==> src/common/muu_pkg.sv <==
// ********************************************************
// Shared types for the multiply/divide unit: word types,
// opcodes, hi/lo commands and the request and divide-result
// structs. Imported by every block of the unit
// ********************************************************

package muu_pkg;

	// Divider iteration count, one quotient bit per step
	localparam int DIV_STEPS = 32;

	// One operand or result word
	typedef logic [31:0] muu_word_t;

	// hi/lo pair or a full 64-bit product
	typedef logic [63:0] muu_dword_t;

	// Operation codes, values fixed by the core's decoder
	typedef enum logic [3:0] {
		MUL   = 4'd0,  // Signed product, low word to out
		MULT  = 4'd1,  // Signed product to hi/lo
		MADD  = 4'd2,  // hi/lo += signed product
		MSUBU = 4'd3,  // hi/lo -= unsigned product
		DIV   = 4'd4,  // Signed divide, quot to lo, rem to hi
		MFHI  = 4'd5,  // out = hi
		MFLO  = 4'd6,  // out = lo
		CLO   = 4'd7,  // Count leading ones of rs
		NOP   = 4'd15  // Idle
	} muu_op_e;

	// Request presented by the core, sampled every edge
	typedef struct packed {
		muu_op_e   op;  // Opcode
		muu_word_t rs;  // First operand
		muu_word_t rt;  // Second operand
	} muu_req_t;

	// What the accumulator does with the product this cycle
	typedef enum logic [1:0] {
		HILO_NONE = 2'd0,  // Hold
		HILO_SET  = 2'd1,  // Load product
		HILO_ADD  = 2'd2,  // Accumulate product
		HILO_SUBU = 2'd3   // Subtract product, 64-bit borrow
	} muu_hilo_cmd_e;

	// Divider output, valid with div_done
	typedef struct packed {
		muu_word_t quot;  // Quotient, truncated toward zero
		muu_word_t rem;   // Remainder, sign of dividend
	} muu_div_res_t;

endpackage

==> src/hw/div/muu_div.sv <==
// ********************************************************
// Iterative signed divider. Restoring shift-subtract on the
// operand magnitudes gives one quotient bit per cycle. Start
// with a nonzero divisor and take the result with div_done
// ********************************************************

module muu_div (
	input  logic                  clk,
	input  logic                  reset,
	input  logic                  div_start,  // Latch operands and begin
	input  muu_pkg::muu_word_t    rs,         // Dividend
	input  muu_pkg::muu_word_t    rt,         // Nonzero divisor
	output logic                  busy,       // Run in progress
	output logic                  div_done,   // Last step this cycle
	output muu_pkg::muu_div_res_t div_res     // Signed result
);
	import muu_pkg::*;

	typedef enum logic {
		DIV_IDLE,
		DIV_RUN
	} div_state_e;

	div_state_e                     state_q;
	logic [$clog2(DIV_STEPS)-1:0]   step_cnt;    // Steps done so far
	muu_word_t                      divisor_q;   // |rt|
	muu_word_t                      rem_q;       // Partial remainder
	muu_word_t                      quot_q;      // Dividend bits shifting out
	logic                           quot_neg_q;  // Signs differ
	logic                           rem_neg_q;   // Dividend negative
	logic [32:0]                    shifted;     // Remainder with next bit
	logic                           fits;        // Divisor fits and sets the quotient bit
	muu_word_t                      rem_next;
	muu_word_t                      quot_next;
	logic                           last_step;

	function automatic muu_word_t magnitude(input muu_word_t w);
		return w[31] ? -w : w;  // 0x80000000 stays as 2^31 unsigned
	endfunction

	// One restoring step
	assign shifted   = {rem_q, quot_q[31]};
	assign fits      = (shifted >= {1'b0, divisor_q});
	assign rem_next  = fits ? muu_word_t'(shifted - {1'b0, divisor_q}) : shifted[31:0];
	assign quot_next = {quot_q[30:0], fits};

	assign last_step = (step_cnt == $bits(step_cnt)'(DIV_STEPS - 1));
	assign busy      = (state_q == DIV_RUN);
	assign div_done  = busy && last_step;

	// Sign fixup on the final step's values
	assign div_res.quot = quot_neg_q ? -quot_next : quot_next;  // Most-negative / -1 wraps
	assign div_res.rem  = rem_neg_q ? -rem_next : rem_next;

	// Control state
	always_ff @(posedge clk) begin
		if (reset) begin
			state_q  <= DIV_IDLE;
			step_cnt <= '0;
		end else begin
			case (state_q)
				DIV_IDLE: begin
					step_cnt <= '0;
					if (div_start)
						state_q <= DIV_RUN;
				end
				DIV_RUN: begin
					step_cnt <= step_cnt + 1'b1;
					if (last_step)
						state_q <= DIV_IDLE;  // busy falls with writeback
				end
				default: state_q <= DIV_IDLE;
			endcase
		end
	end

	// Operand and partial result registers
	always_ff @(posedge clk) begin
		if (state_q == DIV_IDLE && div_start) begin
			divisor_q  <= magnitude(rt);
			quot_q     <= magnitude(rs);
			rem_q      <= '0;
			quot_neg_q <= rs[31] ^ rt[31];
			rem_neg_q  <= rs[31];  // Remainder follows dividend
		end else if (busy) begin
			rem_q  <= rem_next;
			quot_q <= quot_next;
		end
	end

endmodule

==> src/hw/hilo/muu_hilo_acc.sv <==
// ********************************************************
// hi/lo accumulator pair. Forms the 64-bit product of rs and
// rt and applies the control's command to hi/lo; also loads
// the divider's result when div_done pulses
// ********************************************************

module muu_hilo_acc (
	input  logic                   clk,
	input  logic                   reset,
	input  muu_pkg::muu_hilo_cmd_e hilo_cmd,    // What to do this cycle
	input  logic                   signed_mul,  // Sign-extend operands
	input  muu_pkg::muu_word_t     rs,          // Multiplicand
	input  muu_pkg::muu_word_t     rt,          // Multiplier
	input  logic                   div_done,    // Divide result valid
	input  muu_pkg::muu_div_res_t  div_res,     // Quotient and remainder
	output muu_pkg::muu_word_t     prod_lo,     // Low product word
	output muu_pkg::muu_word_t     hi,          // High accumulator word
	output muu_pkg::muu_word_t     lo           // Low accumulator word
);
	import muu_pkg::*;

	muu_dword_t rs_ext;   // rs widened to 64 bits
	muu_dword_t rt_ext;   // rt widened to 64 bits
	muu_dword_t product;  // Full product, low 64 bits
	muu_dword_t hilo_q;   // {hi, lo}
	muu_dword_t hilo_d;   // Next {hi, lo}

	// One multiplier serves both signed and unsigned forms.
	// With sign extension to 64 bits, the low 64 bits of the
	// product equal the signed product
	assign rs_ext = {{32{signed_mul & rs[31]}}, rs};
	assign rt_ext = {{32{signed_mul & rt[31]}}, rt};
	assign product = rs_ext * rt_ext;  // Truncated to 64 bits

	assign prod_lo = product[31:0];  // For MUL's out

	always_comb begin
		hilo_d = hilo_q;  // Hold by default
		if (div_done) begin
			hilo_d = {div_res.rem, div_res.quot};  // rem to hi, quot to lo
		end else begin
			case (hilo_cmd)
				HILO_SET:  hilo_d = product;
				HILO_ADD:  hilo_d = hilo_q + product;
				HILO_SUBU: hilo_d = hilo_q - product;  // Borrow lo into hi
				default:   hilo_d = hilo_q;
			endcase
		end
	end

	// Commands are blocked while busy, so div_done never meets one
	always_ff @(posedge clk) begin
		if (reset) begin
			hilo_q <= '0;
		end else begin
			hilo_q <= hilo_d;
		end
	end

	assign hi = hilo_q[63:32];
	assign lo = hilo_q[31:0];

endmodule

==> src/hw/muu_ctrl.sv <==
// ********************************************************
// Control of the multiply/divide unit. Decodes the opcode,
// blocks issue while the divider is busy, computes CLO and
// registers out and the divide-by-zero flag
// ********************************************************

module muu_ctrl (
	input  logic                   clk,
	input  logic                   reset,
	input  muu_pkg::muu_req_t      req,         // Incoming request
	input  logic                   busy,        // Divider running
	input  muu_pkg::muu_word_t     hi,          // Current hi
	input  muu_pkg::muu_word_t     lo,          // Current lo
	input  muu_pkg::muu_word_t     prod_lo,     // Low product word
	output muu_pkg::muu_hilo_cmd_e hilo_cmd,    // Accumulator command
	output logic                   signed_mul,  // Signed multiply
	output logic                   div_start,   // Divider start pulse
	output muu_pkg::muu_word_t     out,         // Registered result
	output logic                   div_zero     // Zero divisor seen
);
	import muu_pkg::*;

	muu_op_e   issue_op;   // Opcode after busy blocking
	logic      rt_zero;    // Divisor is zero
	muu_word_t clo_count;  // Leading ones of rs

	// Priority scan from the MSB, stops at the first zero bit
	function automatic muu_word_t count_lead_ones(input muu_word_t w);
		muu_word_t cnt;
		logic      found;
		cnt   = muu_word_t'(32);  // All ones unless a zero is found
		found = 1'b0;
		for (int i = 31; i >= 0; i--) begin
			if (!found && !w[i]) begin
				cnt   = muu_word_t'(31 - i);
				found = 1'b1;
			end
		end
		return cnt;
	endfunction

	// Requests arriving during a divide are dropped here
	assign issue_op  = busy ? NOP : req.op;
	assign rt_zero   = (req.rt == '0);
	assign clo_count = count_lead_ones(req.rs);

	// Only MSUBU multiplies unsigned
	assign signed_mul = (req.op != MSUBU);

	always_comb begin
		hilo_cmd  = HILO_NONE;
		div_start = 1'b0;
		case (issue_op)
			MUL, MULT: hilo_cmd  = HILO_SET;
			MADD:      hilo_cmd  = HILO_ADD;
			MSUBU:     hilo_cmd  = HILO_SUBU;
			DIV:       div_start = !rt_zero;  // Divider never sees zero
			default:   hilo_cmd  = HILO_NONE;
		endcase
	end

	// out only changes for ops that produce a word
	always_ff @(posedge clk) begin
		if (reset) begin
			out <= '0;
		end else begin
			case (issue_op)
				MUL:     out <= prod_lo;    // Same cycle product
				MFHI:    out <= hi;         // Value at issue edge
				MFLO:    out <= lo;
				CLO:     out <= clo_count;
				default: out <= out;        // Hold
			endcase
		end
	end

	// One-cycle pulse, hi/lo are left alone
	always_ff @(posedge clk) begin
		if (reset) begin
			div_zero <= 1'b0;
		end else begin
			div_zero <= (issue_op == DIV) && rt_zero;
		end
	end

endmodule

==> src/hw/muu_top.sv <==
// ********************************************************
// Top level of the multiply/divide unit. The core presents
// one request per cycle and watches busy while a divide runs
// ********************************************************

module muu_top (
	input  logic               clk,
	input  logic               reset,
	input  muu_pkg::muu_req_t  req,       // Opcode and operands
	output muu_pkg::muu_word_t out,       // Result for the register file
	output muu_pkg::muu_word_t hi,        // Accumulator high word
	output muu_pkg::muu_word_t lo,        // Accumulator low word
	output logic               div_zero,  // Divide by zero, one cycle
	output logic               busy       // Divider running
);
	import muu_pkg::*;

	muu_hilo_cmd_e hilo_cmd;    // Accumulator command
	logic          signed_mul;  // Signed multiply select
	logic          div_start;   // Start pulse to divider
	logic          div_done;    // Divider finished this cycle
	muu_word_t     prod_lo;     // Low product word for MUL
	muu_div_res_t  div_res;     // Quotient and remainder

	muu_ctrl muu_ctrl_i (
		.clk        (clk),
		.reset      (reset),
		.req        (req),
		.busy       (busy),
		.hi         (hi),
		.lo         (lo),
		.prod_lo    (prod_lo),
		.hilo_cmd   (hilo_cmd),
		.signed_mul (signed_mul),
		.div_start  (div_start),
		.out        (out),
		.div_zero   (div_zero)
	);

	// Operands go straight from the request to both datapaths
	muu_hilo_acc muu_hilo_acc_i (
		.clk        (clk),
		.reset      (reset),
		.hilo_cmd   (hilo_cmd),
		.signed_mul (signed_mul),
		.rs         (req.rs),
		.rt         (req.rt),
		.div_done   (div_done),
		.div_res    (div_res),
		.prod_lo    (prod_lo),
		.hi         (hi),
		.lo         (lo)
	);

	muu_div muu_div_i (
		.clk       (clk),
		.reset     (reset),
		.div_start (div_start),
		.rs        (req.rs),
		.rt        (req.rt),
		.busy      (busy),
		.div_done  (div_done),
		.div_res   (div_res)
	);

endmodule

==> config.mk <==
export PLATFORM = sky130hd
export DESIGN_NAME = muu_top
export DESIGN_NICKNAME = d
export VERILOG_FILES = /design/src/common/muu_pkg.sv /design/src/hw/div/muu_div.sv /design/src/hw/hilo/muu_hilo_acc.sv /design/src/hw/muu_ctrl.sv /design/src/hw/muu_top.sv
export SDC_FILE = /design/constraint.sdc
export NUM_CORES = 2
export LEC_CHECK = 0
export BUFFER_PORTS_ARGS = -buffer_cell sky130_fd_sc_hd__buf_2
export CAP_MARGIN = 15
export CORE_AREA = 2 2 440 442
export DETAILED_ROUTE_END_ITERATION = 7
export DIE_AREA = 0 0 442 444
export PLACE_DENSITY = 0.49
export SYNTH_ARGS = -nofsm -noshare
export SYNTH_HDL_FRONTEND = slang
export SYNTH_SLANG_ARGS = --single-unit
==> constraint.sdc <==
create_clock -name clk -period 14.45 [get_ports clk]
set_input_delay 0.7225 -clock clk [delete_from_list [all_inputs] [get_ports clk]]
set_output_delay 0.7225 -clock clk [all_outputs]
set_load 0.02 [all_outputs]
==> summary.md <==
| Metric | Value |
|---|---|
| Synthesis Warnings | `0` |
| Hold WS | `approximately 0.46 ns` |
| Post-DP Area | `0.0604 mm^2` |
| Initial core utilization | `0.299` |
| Die ar. | `roughly 0.20 mm^2` |
| Worst path slowest cell | `buf_2` |
| Largest net degree at the start of global routing | `slightly below 70` |
| HP Class | `flop to flop` |
| RSZ-0062 raised after global routing | `false` |
| Fin area | `around 0.06 mm^2` |
| Layout Cells excl Fill | `~9k` |
| Layout Area Growth over Synthesis | `7.00%` |
| Total global routing overflow | `0` |
| Antenna violations before repair | `14` |
| FF-to-FF Start | `muu_div_i.busy` |
| Final #Nets | `8118` |
| Clk pin slew, worst setup/hold paths | `around 0.07 ns` |
| Via density | `~5.2` |
| CTS Buf Count | `22` |
| Most frequent cells in the layout | `1162 x inv_1, 1127 x fa_1, 1085 x nand2_1` |
| Top sig layer | `met4` |
| Worst reg-to-reg setup slack | `about 7.8 ns` |
| TNS Setup | `0 ns` |
| R2r worst-path depth | `21` |
| Filler cell count | `between 20k and 25k` |
| Min-delay src | `muu_ctrl_i.out[9]` |
| Post-synth cell types | `110` |
| Residual DRC | `0` |
| Maxcap violations | `0` |
| Met2 Routed Length | `between 90000 and 100000 um` |
| Final setup violation count | `0` |
| Tot GR Track Use | `0.210` |
| Die Y | `roughly 440 um` |
| # hold bufs at CTS | `0` |
| Delay of the slowest cell on the worst path | `slightly above 0.8 ns` |
| Layout cell share with drive strength beyond 1 | `0.0584` |
| Status | `completed` |
| Post-synthesis sequential area ratio | `0.0818` |
| Period minus WS final | `between 10 and 15 ns` |
| Clock Skews | `between 0.02 and 0.025 ns` |
| EDFF count, synth | `66` |
| DP Cell Count | `9108` |
| Routed vias | `between 40k and 50k` |
| Worst slew pin tran | `1.18 ns` |
| Syn_area_per_cell | `about 8.5 um^2` |
| Async SR Flop Fraction | `0` |
| Drt wl/cell | `22.8 um` |
| Gp weighted congestion | `~0.94` |
| Post-Syn Area | `around 0.057 mm^2` |
| Startpoint Class | `input pin` |
| FF-to-FF End | `muu_hilo_acc_i.hilo_q[58]` |
| Worst path most repeated cell | `fa_1` |
| Yosys reg bits | `201` |
| Vias in the first global route | `between 40k and 50k` |
| Fmax | `approximately 77 MHz` |
| Buffers on Ports | `~170` |
| Slew Limit Headroom | `0.214` |
| Die X | `between 400 and 500 um` |
| Clk sinks | `roughly 200` |
| Setup crit end kind | `flop` |
| First-pass DRT Iterations | `6` |
| # Post-CTS Setup Buffers | `0` |
| Skew-Pair Late Insertion Delay | `approximately 0.56 ns` |
| Max Root-Sink Buffers | `3` |
| WL met3 | `approximately 12000 um` |
| Crit Path Class | `input pin to flop` |
| Synth Instances | `6734` |
| Worst setup path end | `muu_hilo_acc_i.hilo_q[58]` |
| CP max FO | `40` |
| Final Hold Vio Count | `0` |
| Final WL | `approximately 210000 um` |
| Wl on met1 | `a little over 90000 um` |
| CORE AREA | `around 0.19 mm^2` |
| FP Rows | `about 160` |
| Final slew viol count | `0` |
| Worst EP arrival | `approximately 13 ns` |
| H-tree depth | `1` |
| I/O Pins | `about 170` |
| Worst Setup SP | `req[49]` |
| Final ANT Viol Nets | `0` |
| Post-CTS sizing | `0` |
| Commonest non-fill, non-tap cell in the layout | `inv_1` |
| CTS tree | `built` |
| Data required, critical path | `14.88 ns` |
| Global-route wire length before repair | `~320000 um` |
| Root Buffer | `clkbuf_16` |
| Initial DRC count | `3781` |
| Mapped Nets | `8246` |
| Hpwl dp | `~170000 um` |
| Final Cycle Share | `0.894` |
| Dominant synthesized flop cell | `dfxtp_1` |
[critical path, delay by kind of cell]
family          cells  cell delay (ns)
compound gates      7             2.58
xor+xnor            3             0.50
fa+ha+maj          10             4.99
buf+inv             4             0.96
simple gates       14             3.52
[cell usage after synthesis, drive strengths merged (21+ instances only)]
library cell / number / area share
nor2: 256 / 0.017
a21o: 73 / 0.0096
dfxtp: 135 / 0.047
a222oi: 26 / 0.0045
xnor2: 186 / 0.029
edfxtp: 66 / 0.035
nand2b: 33 / 0.0037
o211ai: 34 / 0.0045
o21ai: 229 / 0.020
ha: 315 / 0.069
nor2b: 32 / 0.0036
or3: 33 / 0.0036
nor4: 21 / 0.0028
or4: 25 / 0.0035
or2: 28 / 0.0031
buf: 90 / 0.0066
mux2i: 73 / 0.013
o31ai: 56 / 0.0075
a31oi: 36 / 0.0039
o21a: 21 / 0.0028
a21oi: 280 / 0.025
nor3: 66 / 0.0059
and3: 47 / 0.0052
nand3: 55 / 0.0049
a211oi: 84 / 0.011
clkbuf: 326 / 0.021
nand4: 37 / 0.0043
o21bai: 23 / 0.0030
inv: 1163 / 0.076
fa: 1127 / 0.39
xor2: 136 / 0.021
nand2: 1086 / 0.071
and2: 308 / 0.034
[cell families (layout without fill, tap and decap cells)]
| family | Yosys count | after routing | synth area share |
|---|---|---|---|
| xor+xnor | 322 | 322 | 0.0494 |
| mux | 74 | 74 | 0.0130 |
| compound gates | 1032 | 1032 | 0.118 |
| simple gates | 2082 | 2082 | 0.171 |
| fa+ha+maj | 1442 | 1442 | 0.463 |
| buf+inv | 1581 | 1469 | 0.104 |
| flops | 201 | 201 | 0.0818 |
| other cells | 0 | 6 | 0 |
[area by class of cell]
type,instances,area (um^2),share of cell area
antenna,6,15.0,0.000245
timing repair buffer,264,1570,0.0256
clock inverter,11,156,0.00255
multi-input combinational,4952,46600,0.761
inverter,1165,4370,0.0714
clock buffer,29,681,0.0111
sequential,201,4690,0.0765
tap,2526,3160,0.0516
[flip-flops by register name (all words and copies together), names as in the netlist]
signal                 cells
muu_div_i.quot_neg_q       1
muu_div_i.step_cnt         5
muu_ctrl_i.div_zero        1
muu_ctrl_i.out            32
muu_div_i.busy             1
muu_div_i.rem_q           32
muu_div_i.quot_q          32
muu_hilo_acc_i.hilo_q     64
muu_div_i.rem_neg_q        1
muu_div_i.divisor_q       32
[routing by layer]
metal,vias up,track usage
met2,1517,0.356
met1,24398,0.291
met3,199,0.0170
li1,21030,-
met4,0,0.0507
met5,-,0
[stage by stage]
step	setup WS, ns	utilization
floorplan	3.12	-
global placement	1.07	0.315
detailed placement	1.03	0.315
CTS	1.57	0.320
global route	0.789	0.320
finish	1.53	0.320
[worst min path at each step]
| stage | cells after the start | slack [ns] | to |
|---|---|---|---|
| 3_5_place_dp | 1 | 0.44 | muu_div_i.step_cnt[0] |
| 3_3_place_gp | 1 | 0.43 | muu_div_i.step_cnt[0] |
| 2_1_floorplan | 1 | 0.42 | muu_div_i.step_cnt[0] |
| 4_1_cts | 1 | 0.46 | muu_div_i.step_cnt[0] |
| 5_1_grt | 2 | 0.50 | muu_ctrl_i.out[9] |
| 6_report | 2 | 0.46 | muu_ctrl_i.out[9] |
Power is not shown: default switching activity piles up to over one toggle a cycle in this logic, so the estimate is an artifact.
